`config.mk`:
```
export PLATFORM = sky130hd
export DESIGN_NAME = hazardCtrl
export DESIGN_NICKNAME = d
export VERILOG_FILES = /design/src/verilog/mipsPkg.sv /design/src/verilog/hazardCtrl.sv
export VERILOG_INCLUDE_DIRS = /design/src /design/src/include
export SDC_FILE = /design/constraint.sdc
export NUM_CORES = 1
export LEC_CHECK = 0
export BUFFER_PORTS_ARGS = -buffer_cell sky130_fd_sc_hd__clkbuf_2
export CAP_MARGIN = 20
export CORE_AREA = 2 2 115 117
export DETAILED_ROUTE_END_ITERATION = 12
export DIE_AREA = 0 0 117 119
export PLACE_DENSITY = 0.42
export SLEW_MARGIN = 20
export SYNTH_ARGS = -nofsm -noshare
export SYNTH_HDL_FRONTEND = slang
export SYNTH_SLANG_ARGS = --single-unit
```
`constraint.sdc`:
```
create_clock -name clk -period 1.8 [get_ports clk]
set_input_delay 0.27 -clock clk [delete_from_list [all_inputs] [get_ports clk]]
set_output_delay 0.27 -clock clk [all_outputs]
set_load 0.005 [all_outputs]
```
`src/include/mips_params.svh`:
```
`ifndef MIPS_PARAMS_SVH
`define MIPS_PARAMS_SVH

// datapath word
`define MIPS_DATA_W 32

// 32 architectural registers
`define MIPS_REG_AW 5

// instruction memory, in words
`define MIPS_IMEM_AW 6

// data memory, in words
`define MIPS_DMEM_AW 6

`endif

```
`src/verilog/mipsPkg.sv`:
```
`include "mips_params.svh"

package mipsPkg;

    typedef enum logic [5:0] {
        RTYPE = 6'h00,
        J     = 6'h02,
        BEQ   = 6'h04,
        ADDI  = 6'h08,
        LW    = 6'h23,
        SW    = 6'h2b,
        HALT  = 6'h3f
    } opcode_e;

    typedef enum logic [2:0] {ADD, SUB, AND, OR, SLT} aluOp_e;

    typedef enum logic [1:0] {REGFILE, FROM_MEM, FROM_WB} fwdSel_e;

    typedef enum logic [1:0] {IDLE, RUN, DRAIN, DONE} coreState_e;

    typedef struct packed {
        logic   regWrite;
        logic   memRead;
        logic   memWrite;
        logic   mem2Reg;
        logic   aluSrcImm;
        aluOp_e aluOp;
    } ctrl_t;

    typedef struct packed {
        logic                    valid;
        logic [`MIPS_DATA_W-1:0] pc;
        logic [`MIPS_DATA_W-1:0] instr;
    } ifId_t;

    typedef struct packed {
        logic                    valid;
        ctrl_t                   ctrl;
        logic [`MIPS_REG_AW-1:0] rs;
        logic [`MIPS_REG_AW-1:0] rt;
        logic [`MIPS_REG_AW-1:0] rd;
        logic [`MIPS_DATA_W-1:0] opA;
        logic [`MIPS_DATA_W-1:0] opB;
        logic [`MIPS_DATA_W-1:0] imm;
    } idEx_t;

    typedef struct packed {
        logic                    valid;
        ctrl_t                   ctrl;
        logic [`MIPS_REG_AW-1:0] rd;
        logic [`MIPS_DATA_W-1:0] aluRes;
        logic [`MIPS_DATA_W-1:0] storeData;
    } exMem_t;

    typedef struct packed {
        logic                    valid;
        logic                    regWrite;
        logic                    mem2Reg;
        logic [`MIPS_REG_AW-1:0] rd;
        logic [`MIPS_DATA_W-1:0] loadData;
        logic [`MIPS_DATA_W-1:0] aluRes;
    } memWb_t;

    typedef struct packed {
        logic                    valid;
        logic [`MIPS_REG_AW-1:0] rd;
        logic [`MIPS_DATA_W-1:0] data;
    } wbCommit_t;

    typedef struct packed {
        logic                     valid;
        logic [`MIPS_DMEM_AW-1:0] addr;
        logic [`MIPS_DATA_W-1:0]  data;
    } memWrite_t;

    // writeback mux, shared by decode, execute and memory
    function automatic logic [`MIPS_DATA_W-1:0] wbValue(memWb_t m);
        return m.mem2Reg ? m.loadData : m.aluRes;
    endfunction

endpackage

```
`src/verilog/hazardCtrl.sv`:
```
`timescale 1ns/100ps
`include "mips_params.svh"

module hazardCtrl
    import mipsPkg::*;
(
    input  logic                    clk,
    input  logic                    i_rstN,
    input  logic                    i_run,
    input  logic                    i_haltSeen,
    input  logic [`MIPS_REG_AW-1:0] i_rs,
    input  logic [`MIPS_REG_AW-1:0] i_rt,
    input  logic                    i_useRs,
    input  logic                    i_useRt,
    input  logic                    i_isBranch,
    input  logic                    i_taken,
    input  idEx_t                   i_idEx,
    input  exMem_t                  i_exMem,
    input  memWb_t                  i_memWb,
    output logic                    o_stall,
    output logic                    o_flush,
    output logic                    o_fetchEn,
    output logic                    o_end,
    output fwdSel_e                 o_fwdA,
    output fwdSel_e                 o_fwdB
);

    coreState_e state;
    logic       loadUse;
    logic       branchWait;
    logic       drained;

    // producer in a later stage writes the register a source needs
    function automatic logic srcHit(logic v, logic wr, logic [`MIPS_REG_AW-1:0] dst,
                                    logic [`MIPS_REG_AW-1:0] src, logic used);
        return v && wr && used && (dst != '0) && (dst == src);
    endfunction

    function automatic fwdSel_e pickFwd(logic [`MIPS_REG_AW-1:0] src);
        if (srcHit(i_exMem.valid, i_exMem.ctrl.regWrite, i_exMem.rd, src, 1'b1))
            return FROM_MEM; // newest value wins
        if (srcHit(i_memWb.valid, i_memWb.regWrite, i_memWb.rd, src, 1'b1))
            return FROM_WB;
        return REGFILE;
    endfunction

    assign loadUse = srcHit(i_idEx.valid, i_idEx.ctrl.memRead, i_idEx.rd, i_rs, i_useRs)
                  || srcHit(i_idEx.valid, i_idEx.ctrl.memRead, i_idEx.rd, i_rt, i_useRt);

    // beq compares in decode, so wait until the operand reaches writeback
    assign branchWait = i_isBranch && (
        srcHit(i_idEx.valid, i_idEx.ctrl.regWrite, i_idEx.rd, i_rs, i_useRs) ||
        srcHit(i_idEx.valid, i_idEx.ctrl.regWrite, i_idEx.rd, i_rt, i_useRt) ||
        srcHit(i_exMem.valid, i_exMem.ctrl.regWrite, i_exMem.rd, i_rs, i_useRs) ||
        srcHit(i_exMem.valid, i_exMem.ctrl.regWrite, i_exMem.rd, i_rt, i_useRt));

    assign o_stall   = loadUse || branchWait;
    assign o_flush   = i_taken || i_haltSeen; // drop the slot behind a redirect or halt
    assign o_fetchEn = (state == RUN);
    assign o_end     = (state == DONE);

    always_comb begin
        o_fwdA = pickFwd(i_idEx.rs);
        o_fwdB = pickFwd(i_idEx.rt);
    end

    assign drained = !i_idEx.valid && !i_exMem.valid && !i_memWb.valid;

    always_ff @(posedge clk or negedge i_rstN) begin
        if (!i_rstN) begin
            state <= IDLE;
        end else begin
            case (state)
                IDLE:    if (i_run) state <= RUN;
                RUN:     if (i_haltSeen) state <= DRAIN;
                DRAIN:   if (drained) state <= DONE; // halt has left writeback
                default: state <= DONE;
            endcase
        end
    end

endmodule

```
# Word level (Yosys, flattened, before mapping)
# Cells that the tools add are included.
# Widths: inputs -> output; s select.
# totals
in_bits	288
wordCells	78
register_bits	2
out_inout_bits	8
# op_classes
eq_ne	14
muxes	18
reduce_logical	45
# ops
operator	n
$eq 5x5->1	8
$logic_and 1x1->1	31
$mux 2	11
$reduce_bool 5->1	3
$logic_or 1x1->1	6
$mux 1	6
$ne 2x2->1 const B	3
$pmux 2 s3	1
$eq 2x2->1 const B	2
$logic_not 1->1	3
$reduce_and 3->1	1
$eq 2x1->1 const B	1
$logic_not 2->1	1

# Logic depth before layout (Yosys ltp)
# Gate-level depths: netlist of run 1.
# logic_depth
word_depth	9
mapped_depth	5

# Worst setup path after synthesis of run 1
# OpenSTA, ideal clock, no wires.
# synth_timing
path_kind	input port to output port
start	input port i_exMem[65] (netlist name)
end	output port o_fwdA[1]
path_stages	5
path_slack_ps	54
arrival_time_ps	1476
cell_sequence	buf_6 or4_4 o211ai_2 nor4_1 nor4_2
# synth_via
elab_chain_cells	5
word_cells_on_any_way	6
classes_between	eq/ne (1); mux (2); reduce/logical (3)
# synth_rtl
element	line	rtl
from (decl)	hazardCtrl.sv:18	input exMem_t i_exMem,
$reduce_bool 5->1	hazardCtrl.sv:36	return v && wr && used && (dst != '0) && (dst == src);
$logic_and 1x1->1	hazardCtrl.sv:36	
$logic_and 1x1->1 (*)	hazardCtrl.sv:36	
$mux 1 (*)	hazardCtrl.sv:40	if (srcHit(i_exMem.valid, i_exMem.ctrl.regWrite, i_exMem.rd, src, 1'b1))
$mux 2 (*)	hazardCtrl.sv:42	if (srcHit(i_memWb.valid, i_memWb.regWrite, i_memWb.rd, src, 1'b1))
to (decl)	hazardCtrl.sv:24	output fwdSel_e o_fwdA,
# Every way passes the cells marked *; elsewhere a longest branch is shown, timed or not.

# Worst setup path after layout of run 1
# layout_timing
start	input port i_exMem[68] (netlist name)
end	output port o_fwdA[1]
# The elaborated chain is that of the path after synthesis.

==> metrics.yaml, run 1 <==
finish:
  largest_reg_flops: 2
  top_regs: "state (2)"
  syn_to_final_growth_pct: 98.2
  stdcell_count: 328
  diodes: 0
  nNetsFinal: 442
  drive_gt1_share_pct: 52.6
  top_register: "state"
critical_path:
  path_cells: "buf_6 > or4_4 > o211ai_4 > buf_4 > nor4_2 > nor4_2 > clkbuf_2"
  end_kind: "output port"
  path_common_cell: "nor4_2"
  max_stage_delay_ns: 0.55
  cp.arrival_ns: 1.67
  path_depth: 7
  path_max_fanout: 3
  slowest_stage: "or4_4"
  path_delay_family: "simple AND/OR/NAND/NOR gates"
  crit_buf_inv: 3
  critPathLaunchType: "input pin"
  r2r_cells: 2
  critPathRequiredTime_ns: 1.53
  worstSetupPathType: "input pin to output port"
synthesis:
  synthTopCellsByArea: "xnor2_1, xor2_1, dfrtp_1, nand4_1, nor4_2"
  async_reset_ff_share_pct: 100
  syn_area_per_cell_sq_um: 8.02
  synthDistinctLibCells: 27
  synth_top_area_share_pct: 33.4
  yosys-top-cells-count: "xnor2_1, xor2_1, nand2_1"
  synth_top_cell_by_area: "xnor2_1"
  ys.flop_type: "dfrtp_1"
  ys_ff_latch: 2
  synth_fp_nets: 373
  yosysWarningCount: 0
  yosys.cell_count.top_type: "xnor2_1"
  synth_edf_count: 0
  synthCells: 85
  yosysSeqAreaShare_pct: 7.34
  syn_area_sq_um: 682
sta:
  whs_ns: 0.301
  min_period_ns: 1.94
  setup_ws_ns: -0.142
  fin_worst_skew_ns: 0.00252
  hold_viol_final: 0
  max_freq_mhz: 515
  rsz0062_at_grt: "yes"
  setup-violations-final: 4
  slew_headroom_pct: 74.7
  fin_crit_sh_pct: 108
  drv_slew: 0
  worst_pin_slew_ns: 0.376
min_path:
  whs_path_depth: 3
  hold_path_class: "input pin to flop"
place:
  dp_hpwl_um: 3070
  gp_congestion: 0.775
  numPortBuffers: 57
  place_inst: 322
clock_network:
  cts_tree: "yes"
  clock-sinks: 2
  htree_levels: 1
  cts.clk_slew.worst_paths_ns: 0.03
  cts-root-buf: "clkbuf_16"
  cts_buffer_depth: 2
  cts_made_buffers: 3
  insertion_delay_ns: 0.22
floorplan:
  die_area_sq_um: 13900
  die_w_um: 117
  core_sq_um: 12900
  die_y_um: 119
  initial_core_util_pct: 5.30
  rows: 42
  ios: 296
drt:
  vias: 844
  wl_per_cell_um: 10.2
  post-route-drc-count: 0
  ant_nets: 0
  drt-vias-per-instance: 2.57
  drt-initial-drc-count: 13
  dr.pass1.iters: 3
  wirelength_um: 3340
grt:
  grt_pass1_vias: 900
  antenna_found_initial: 0
  grt-ovfl-total: 0
  grt_usage_pct: 4.70
  grt_max_degree: 6
  grt_pass1_wl_um: 4810
pwr:
  power_density_nw_per_um2: 451
  ir_drop_v: 0.000381
  p_clk_share_pct: 54.6
  switching_share_pct: 26.4
  p_int_uw: 449
  leakage_nw: 0.536
  comb_power_share_pct: 37.9
  p_sw_uw: 161
  seqPwrFrac_pct: 7.5
outcome:
  outcome: "finished, violations left"
  failed_checks: "setup timing"
flow_run:
  maxCapViolations: 0
-- worst min-delay path, stage by stage --
cell and delay [ns]:
clkbuf_2 0.09, nand2_1 0.06, nand2b_1 0.07
-- power groups by stage --
stage | Clock, mW | Combinational, mW | Sequential, mW
global placement | 0 | 0.218 | 0.0462
finish | 0.333 | 0.231 | 0.0458
floorplan | 0 | 0.109 | 0.0462
detailed placement | 0 | 0.220 | 0.0462
CTS | 0.336 | 0.232 | 0.0458
global route | 0.343 | 0.253 | 0.0458
-- stage by stage --
| stage | instance area, sq um | setup WS, ns | TNS, ns | utilization, % | total power [mW] |
|---|---|---|---|---|---|
| final | 1350 | -0.142 | -0.451 | 10.5 | 0.610 |
| after global routing | 1350 | -0.191 | -0.657 | 10.5 | 0.642 |
| after CTS | 1350 | -0.176 | -0.561 | 10.4 | 0.614 |
| after detailed placement | 1220 | -0.189 | -0.534 | 9.47 | 0.266 |
| after global placement | 1220 | -0.190 | -0.567 | 9.47 | 0.264 |
| after floorplan | 682 | 0.0545 | 0 | - | 0.156 |
-- cell usage in the layout, fill, tap and decap left out, types with 2 or more instances in the layout --
master     count
o21ai_0        3
nand2_1        5
xnor2_1       26
nor3_1         3
buf_4         10
or4_1          2
dfrtp_1        2
o22ai_1        2
nor4_2         4
clkbuf_2      55
o2111ai_1      2
nand3_1        2
clkbuf_16      3
buf_6          2
xor2_1        14
nand4_1        4
-- logic make-up after synthesis --
family	synth area share, %
DFF	7.34
AOI/OAI and AO/OA	10.6
buffers and inverters	5.87
and+or+nand+nor	24.8
xor gates and xnor gates	51.4
-- cell type report --
class | instances | area [sq um]
clock buffers | 3 | 75.1
fillers | 1504 | 11500
inverters | 1 | 3.75
multi-input cells | 77 | 614
flip-flops and latches | 2 | 50.0
well taps | 176 | 220
repair buffers | 69 | 388
-- layer usage --
layer / vias up / track usage (%) / share of wire [%]
met3: 0 / 0.763 / 5.1
met4: 0 / 0.882 / 0
met2: 39 / 6.83 / 41
li1: 431 / - / -
met5: - / 0 / 0
met1: 374 / 7.24 / 54
-- path summary, 6_finish.rpt --
kind	start	end	slack, ns
hold / removal	i_haltSeen	state[1]	0.30
setup reg to reg	state[0]	state[0]	1.02
min in group asynchronous	i_rstN	state[0]	0.38
hold reg to reg	state[1]	state[0]	0.53
max in group asynchronous	i_rstN	state[1]	1.32
setup / recovery	i_exMem[68]	o_fwdA[1]	-0.14
-- timing repair --
action	CTS	global route
gates resized for setup	6	2
hold buffers	1	0
pin swaps	4	2
setup endpoints to repair	4	5
buffers inserted	2	0
hold endpoints to repair	2	0
No activity file was read; power rests on OpenSTA's default activity.
==> run 2, diff against run 1 <==
--- a/config.mk
+++ b/config.mk
@@ -6,12 +6,14 @@
 export SDC_FILE = /design/constraint.sdc
 export NUM_CORES = 1
 export LEC_CHECK = 0
+export ABC_AREA = 1
 export BUFFER_PORTS_ARGS = -buffer_cell sky130_fd_sc_hd__clkbuf_2
 export CAP_MARGIN = 20
-export CORE_AREA = 2 2 115 117
+export CORE_AREA = 2 2 116 118
 export DETAILED_ROUTE_END_ITERATION = 12
-export DIE_AREA = 0 0 117 119
-export PLACE_DENSITY = 0.42
+export DIE_AREA = 0 0 118 120
+export PLACE_DENSITY = 0.43
+export REMOVE_ABC_BUFFERS = 1
 export SLEW_MARGIN = 20
 export SYNTH_ARGS = -nofsm -noshare
 export SYNTH_HDL_FRONTEND = slang
==> run 2 against run 1 <==
Against the previous run:
- fmax rose by 38%
- non-clock buffer count decreased by 11
- sequential share of layout area fell by 0.18 points
- core utilization increased by 0.45 points
- register-to-register slack got worse by 0.05 ns
- the run now ends clean
- setup slack improved by 0.54 ns
- die area up 1.7%
- sequential cell count stayed put
- highest routed layer is now met4
- synthesized cell count up 96%
- sequential power is essentially flat
- first-iteration DRC count rose to 2.8 times the previous value
==> metrics.yaml, run 2 <==
critical_path:
  max_stage_delay_ns: 0.26  # was 0.55 ns
  crit_path_start: "i_exMem[67]"  # was i_exMem[68]
  critPathLaunchType: "input pin"  # unchanged
  path_max_fanout: 5  # was 3
  rr_startpoint: "state[1]"  # was state[0]
  end_kind: "output port"  # unchanged
  critPathRequiredTime_ns: 1.53  # about the same
  crit_path_end: "o_fwdB[1]"  # was o_fwdA[1]
  path_cells: "clkbuf_2 > xnor2_1 > nand2_1 > nor3_2 > nor2_1 > clkbuf_2"  # was buf_6 > or4_4 > o211ai_4 > buf_4 > nor4_2 > nor4_2 > clkbuf_2
  r2r_cells: 4  # was 2
  slowest_stage: "nor3_2"  # was or4_4
  cp.arrival_ns: 1.13  # was 1.67 ns
  r2r_end: "state[0]"  # unchanged
  reg2reg_slack_ns: 0.97  # was 1.02 ns
  path_common_cell: "clkbuf_2"  # was nor4_2
  worstSetupPathType: "input pin to output port"  # unchanged
finish:
  drive_gt1_share_pct: 32.5  # was 52.6%
  final_util_pct: 11.0  # was 10.5%
  layout_common_cells: "nand2_1, clkbuf_2, nor2_1"  # was clkbuf_2, xnor2_1, xor2_1
  fill_cells: 1557  # was 1,504
  fin_area_sq_um: 1420  # was 1350 sq um
  final_common_cell: "nand2_1"  # was clkbuf_2
  diodes: 0  # unchanged
  largest_reg_flops: 2  # unchanged
  nNetsFinal: 518  # was 442
  syn_to_final_growth_pct: 71.1  # was 98.2%
  top_register: "state"  # unchanged
  top_regs: "state (2)"  # unchanged
drt:
  wl_per_cell_um: 10.2  # about the same
  vias: 1124  # was 844
  wirelength_um: 4120  # was 3340 um
  ant_nets: 0  # unchanged
  dr.pass1.iters: 4  # was 3
  drt-initial-drc-count: 36  # was 13
  drt-vias-per-instance: 2.78  # was 2.57
  post-route-drc-count: 0  # unchanged
place:
  placed_area_sq_um: 1340  # was 1220 sq um
  gp_congestion: 0.791  # was 0.775
  dp_hpwl_um: 3820  # was 3070 um
  numPortBuffers: 57  # unchanged
grt:
  grt_max_degree: 6  # unchanged
  grt_pass1_wl_um: 6330  # was 4810 um
  grt_usage_pct: 5.96  # was 4.70%
  grt-ovfl-total: 0  # unchanged
  antenna_found_initial: 0  # unchanged
  grt_pass1_vias: 1180  # was 900
sta:
  worst_pin_slew_ns: 0.275  # was 0.376 ns
  slew_headroom_pct: 81.5  # was 74.7%
  fin_worst_skew_ns: 0.000468  # was 0.00252 ns
  min_period_ns: 1.40  # was 1.94 ns
  max_freq_mhz: 712  # was 515 MHz
  setup-violations-final: 0  # was 4
  drv_slew: 0  # unchanged
  fin_crit_sh_pct: 78.1  # was 108%
  hold_viol_final: 0  # unchanged
  setup_tns_ns: 0  # was -0.451 ns
  rsz0062_at_grt: "no"  # was yes
synthesis:
  yosys.cell_count.top_type: "nand2_1"  # was xnor2_1
  synthTopCellsByArea: "nand2_1, xnor2_1, nor2_1, inv_1, xor2_1"  # was xnor2_1, xor2_1, dfrtp_1, nand4_1, nor4_2
  synthDistinctLibCells: 18  # was 27
  synthXorXnorAreaFrac_pct: 21.1  # was 51.4%
  synth.mux.area_fraction_pct: 0  # unchanged
  synthCells: 167  # was 85
  synth_edf_count: 0  # unchanged
  synth_top_family_by_area: "simple AND/OR/NAND/NOR gates"  # was XOR/XNOR gates
  async_reset_ff_share_pct: 100  # unchanged
  synthAdderAreaFrac_pct: 0  # unchanged
  ys_ff_latch: 2  # unchanged
  synthSimpleGateAreaFrac_pct: 56.0  # was 24.8%
  synth_top_area_share_pct: 32.5  # was 33.4%
  yosysSeqAreaShare_pct: 6.02  # was 7.34%
  yosysWarningCount: 0  # unchanged
  synth_top_cell_by_area: "nand2_1"  # was xnor2_1
  syn_area_sq_um: 831  # was 682 sq um
  synth_compound_area_share_pct: 5.57  # was 10.6%
  ys.flop_type: "dfrtp_1"  # unchanged
  syn_area_per_cell_sq_um: 4.97  # was 8.02 sq um
  yosys-top-cells-count: "nand2_1, nor2_1, inv_1"  # was xnor2_1, xor2_1, nand2_1
pwr:
  ir_drop_v: 0.000467  # was 0.000381 V
  seqPwrFrac_pct: 7.4  # was 7.5%
  p_sw_uw: 181  # was 161 uW
  comb_power_share_pct: 38.6  # was 37.9%
  p_int_uw: 432  # was 449 uW
  leakage_nw: 0.771  # was 0.536 nW
  switching_share_pct: 29.5  # was 26.4%
  power_density_nw_per_um2: 432  # was 451 nW/um^2
  p_clk_share_pct: 54.0  # was 54.6%
min_path:
  hold_path_class: "input pin to flop"  # unchanged
clock_network:
  cts-root-buf: "clkbuf_16"  # unchanged
  cts_made_buffers: 3  # unchanged
  htree_levels: 1  # unchanged
  insertion_delay_ns: 0.22  # about the same
  clock-sinks: 2  # unchanged
  cts.clk_slew.worst_paths_ns: 0.03  # about the same
  cts_tree: "yes"  # unchanged
  cts_resized: 0  # was 6
  cts_buffer_depth: 2  # unchanged
floorplan:
  die_y_um: 120  # was 119 um
  rows: 42  # unchanged
  ios: 296  # unchanged
  initial_core_util_pct: 6.40  # was 5.30%
  die_area_sq_um: 14200  # was 13,900 sq um
  core_sq_um: 13000  # was 12,900 sq um
  die_w_um: 118  # was 117 um
outcome:
  outcome: "finished clean"  # was finished, violations left
flow_run:
  maxCapViolations: 0  # unchanged
## run 2: cell count changes in the layout (fill, tap and decap cells not counted), sizes merged, moves of 3 or more
cell   delta
buf      -13
inv      +24
nand2    +68
nand3     +5
nand4     -4
nor2     +26
nor4      -3
or4       -3
xnor2    -12
xor2      -8
## run 2: area by class of cell
class	count	area [sq um]	area share, %
multi-input cells	140	687	48.3
flip-flops and latches	2	50.0	3.52
repair buffers	58	295	20.8
clock buffers	3	75.1	5.28
inverters	25	93.8	6.60
well taps	176	220	15.5
## run 2: critical path, delay by kind of cell
family                    cells  cell delay (ns)
buffers and inverters         2             0.27
xor gates and xnor gates      1             0.18
and+or+nand+nor               3             0.41
## run 2: logic make-up after synthesis
| family | count (synthesis) |
|---|---|
| AO/OA/AOI/OAI | 6 |
| XOR/XNOR | 20 |
| AND/OR/NAND/NOR | 114 |
| buffers and inverters | 25 |
| flip-flops | 2 |
## run 2: power by group through the flow
stage / logic, mW / clock network, mW / registers (mW)
after floorplan: 0.119 / 0 / 0.0459
after global placement: 0.238 / 0 / 0.0459
after detailed placement: 0.240 / 0 / 0.0459
after CTS: 0.243 / 0.335 / 0.0455
after global routing: 0.272 / 0.339 / 0.0455
final: 0.237 / 0.331 / 0.0455
## run 2: per-stage QoR
| stage | worst slack (ns) | hold slack, ns | total power, mW | instances |
|---|---|---|---|---|
| 2_1_floorplan | 0.776 | -0.0256 | 0.165 | 167 |
| 3_3_place_gp | 0.388 | 0.0569 | 0.284 | 400 |
| 3_5_place_dp | 0.372 | 0.0637 | 0.286 | 400 |
| 4_1_cts | 0.366 | 0.286 | 0.624 | 404 |
| 5_1_grt | 0.285 | 0.322 | 0.657 | 404 |
| 6_report | 0.395 | 0.287 | 0.613 | 404 |
## run 2: how the worst min path moves through the flow
stage | depth (start not counted) | to | startpoint
floorplan | 0 | state[0] | i_rstN
global placement | 1 | state[1] | i_rstN
detailed placement | 1 | state[0] | i_rstN
CTS | 3 | state[1] | i_haltSeen
global route | 3 | state[1] | i_haltSeen
finish | 3 | state[1] | i_haltSeen
## run 2: what timing repair did
| action | in CTS | in global routing |
|---|---|---|
| hold buffers | 1 | 0 |
| endpoints found under the hold margin | 2 | 0 |
| buffers inserted | 0 | 0 |
## run 2: metal layers
metal | GRT usage (%) | part of all wire, % | wire length [um]
met1 | 7.18 | 46 | 1900
met2 | 10.3 | 45 | 1870
met3 | 1.76 | 7.5 | 307
met4 | 1.58 | 1.0 | 41
met5 | 0 | 0 | 0
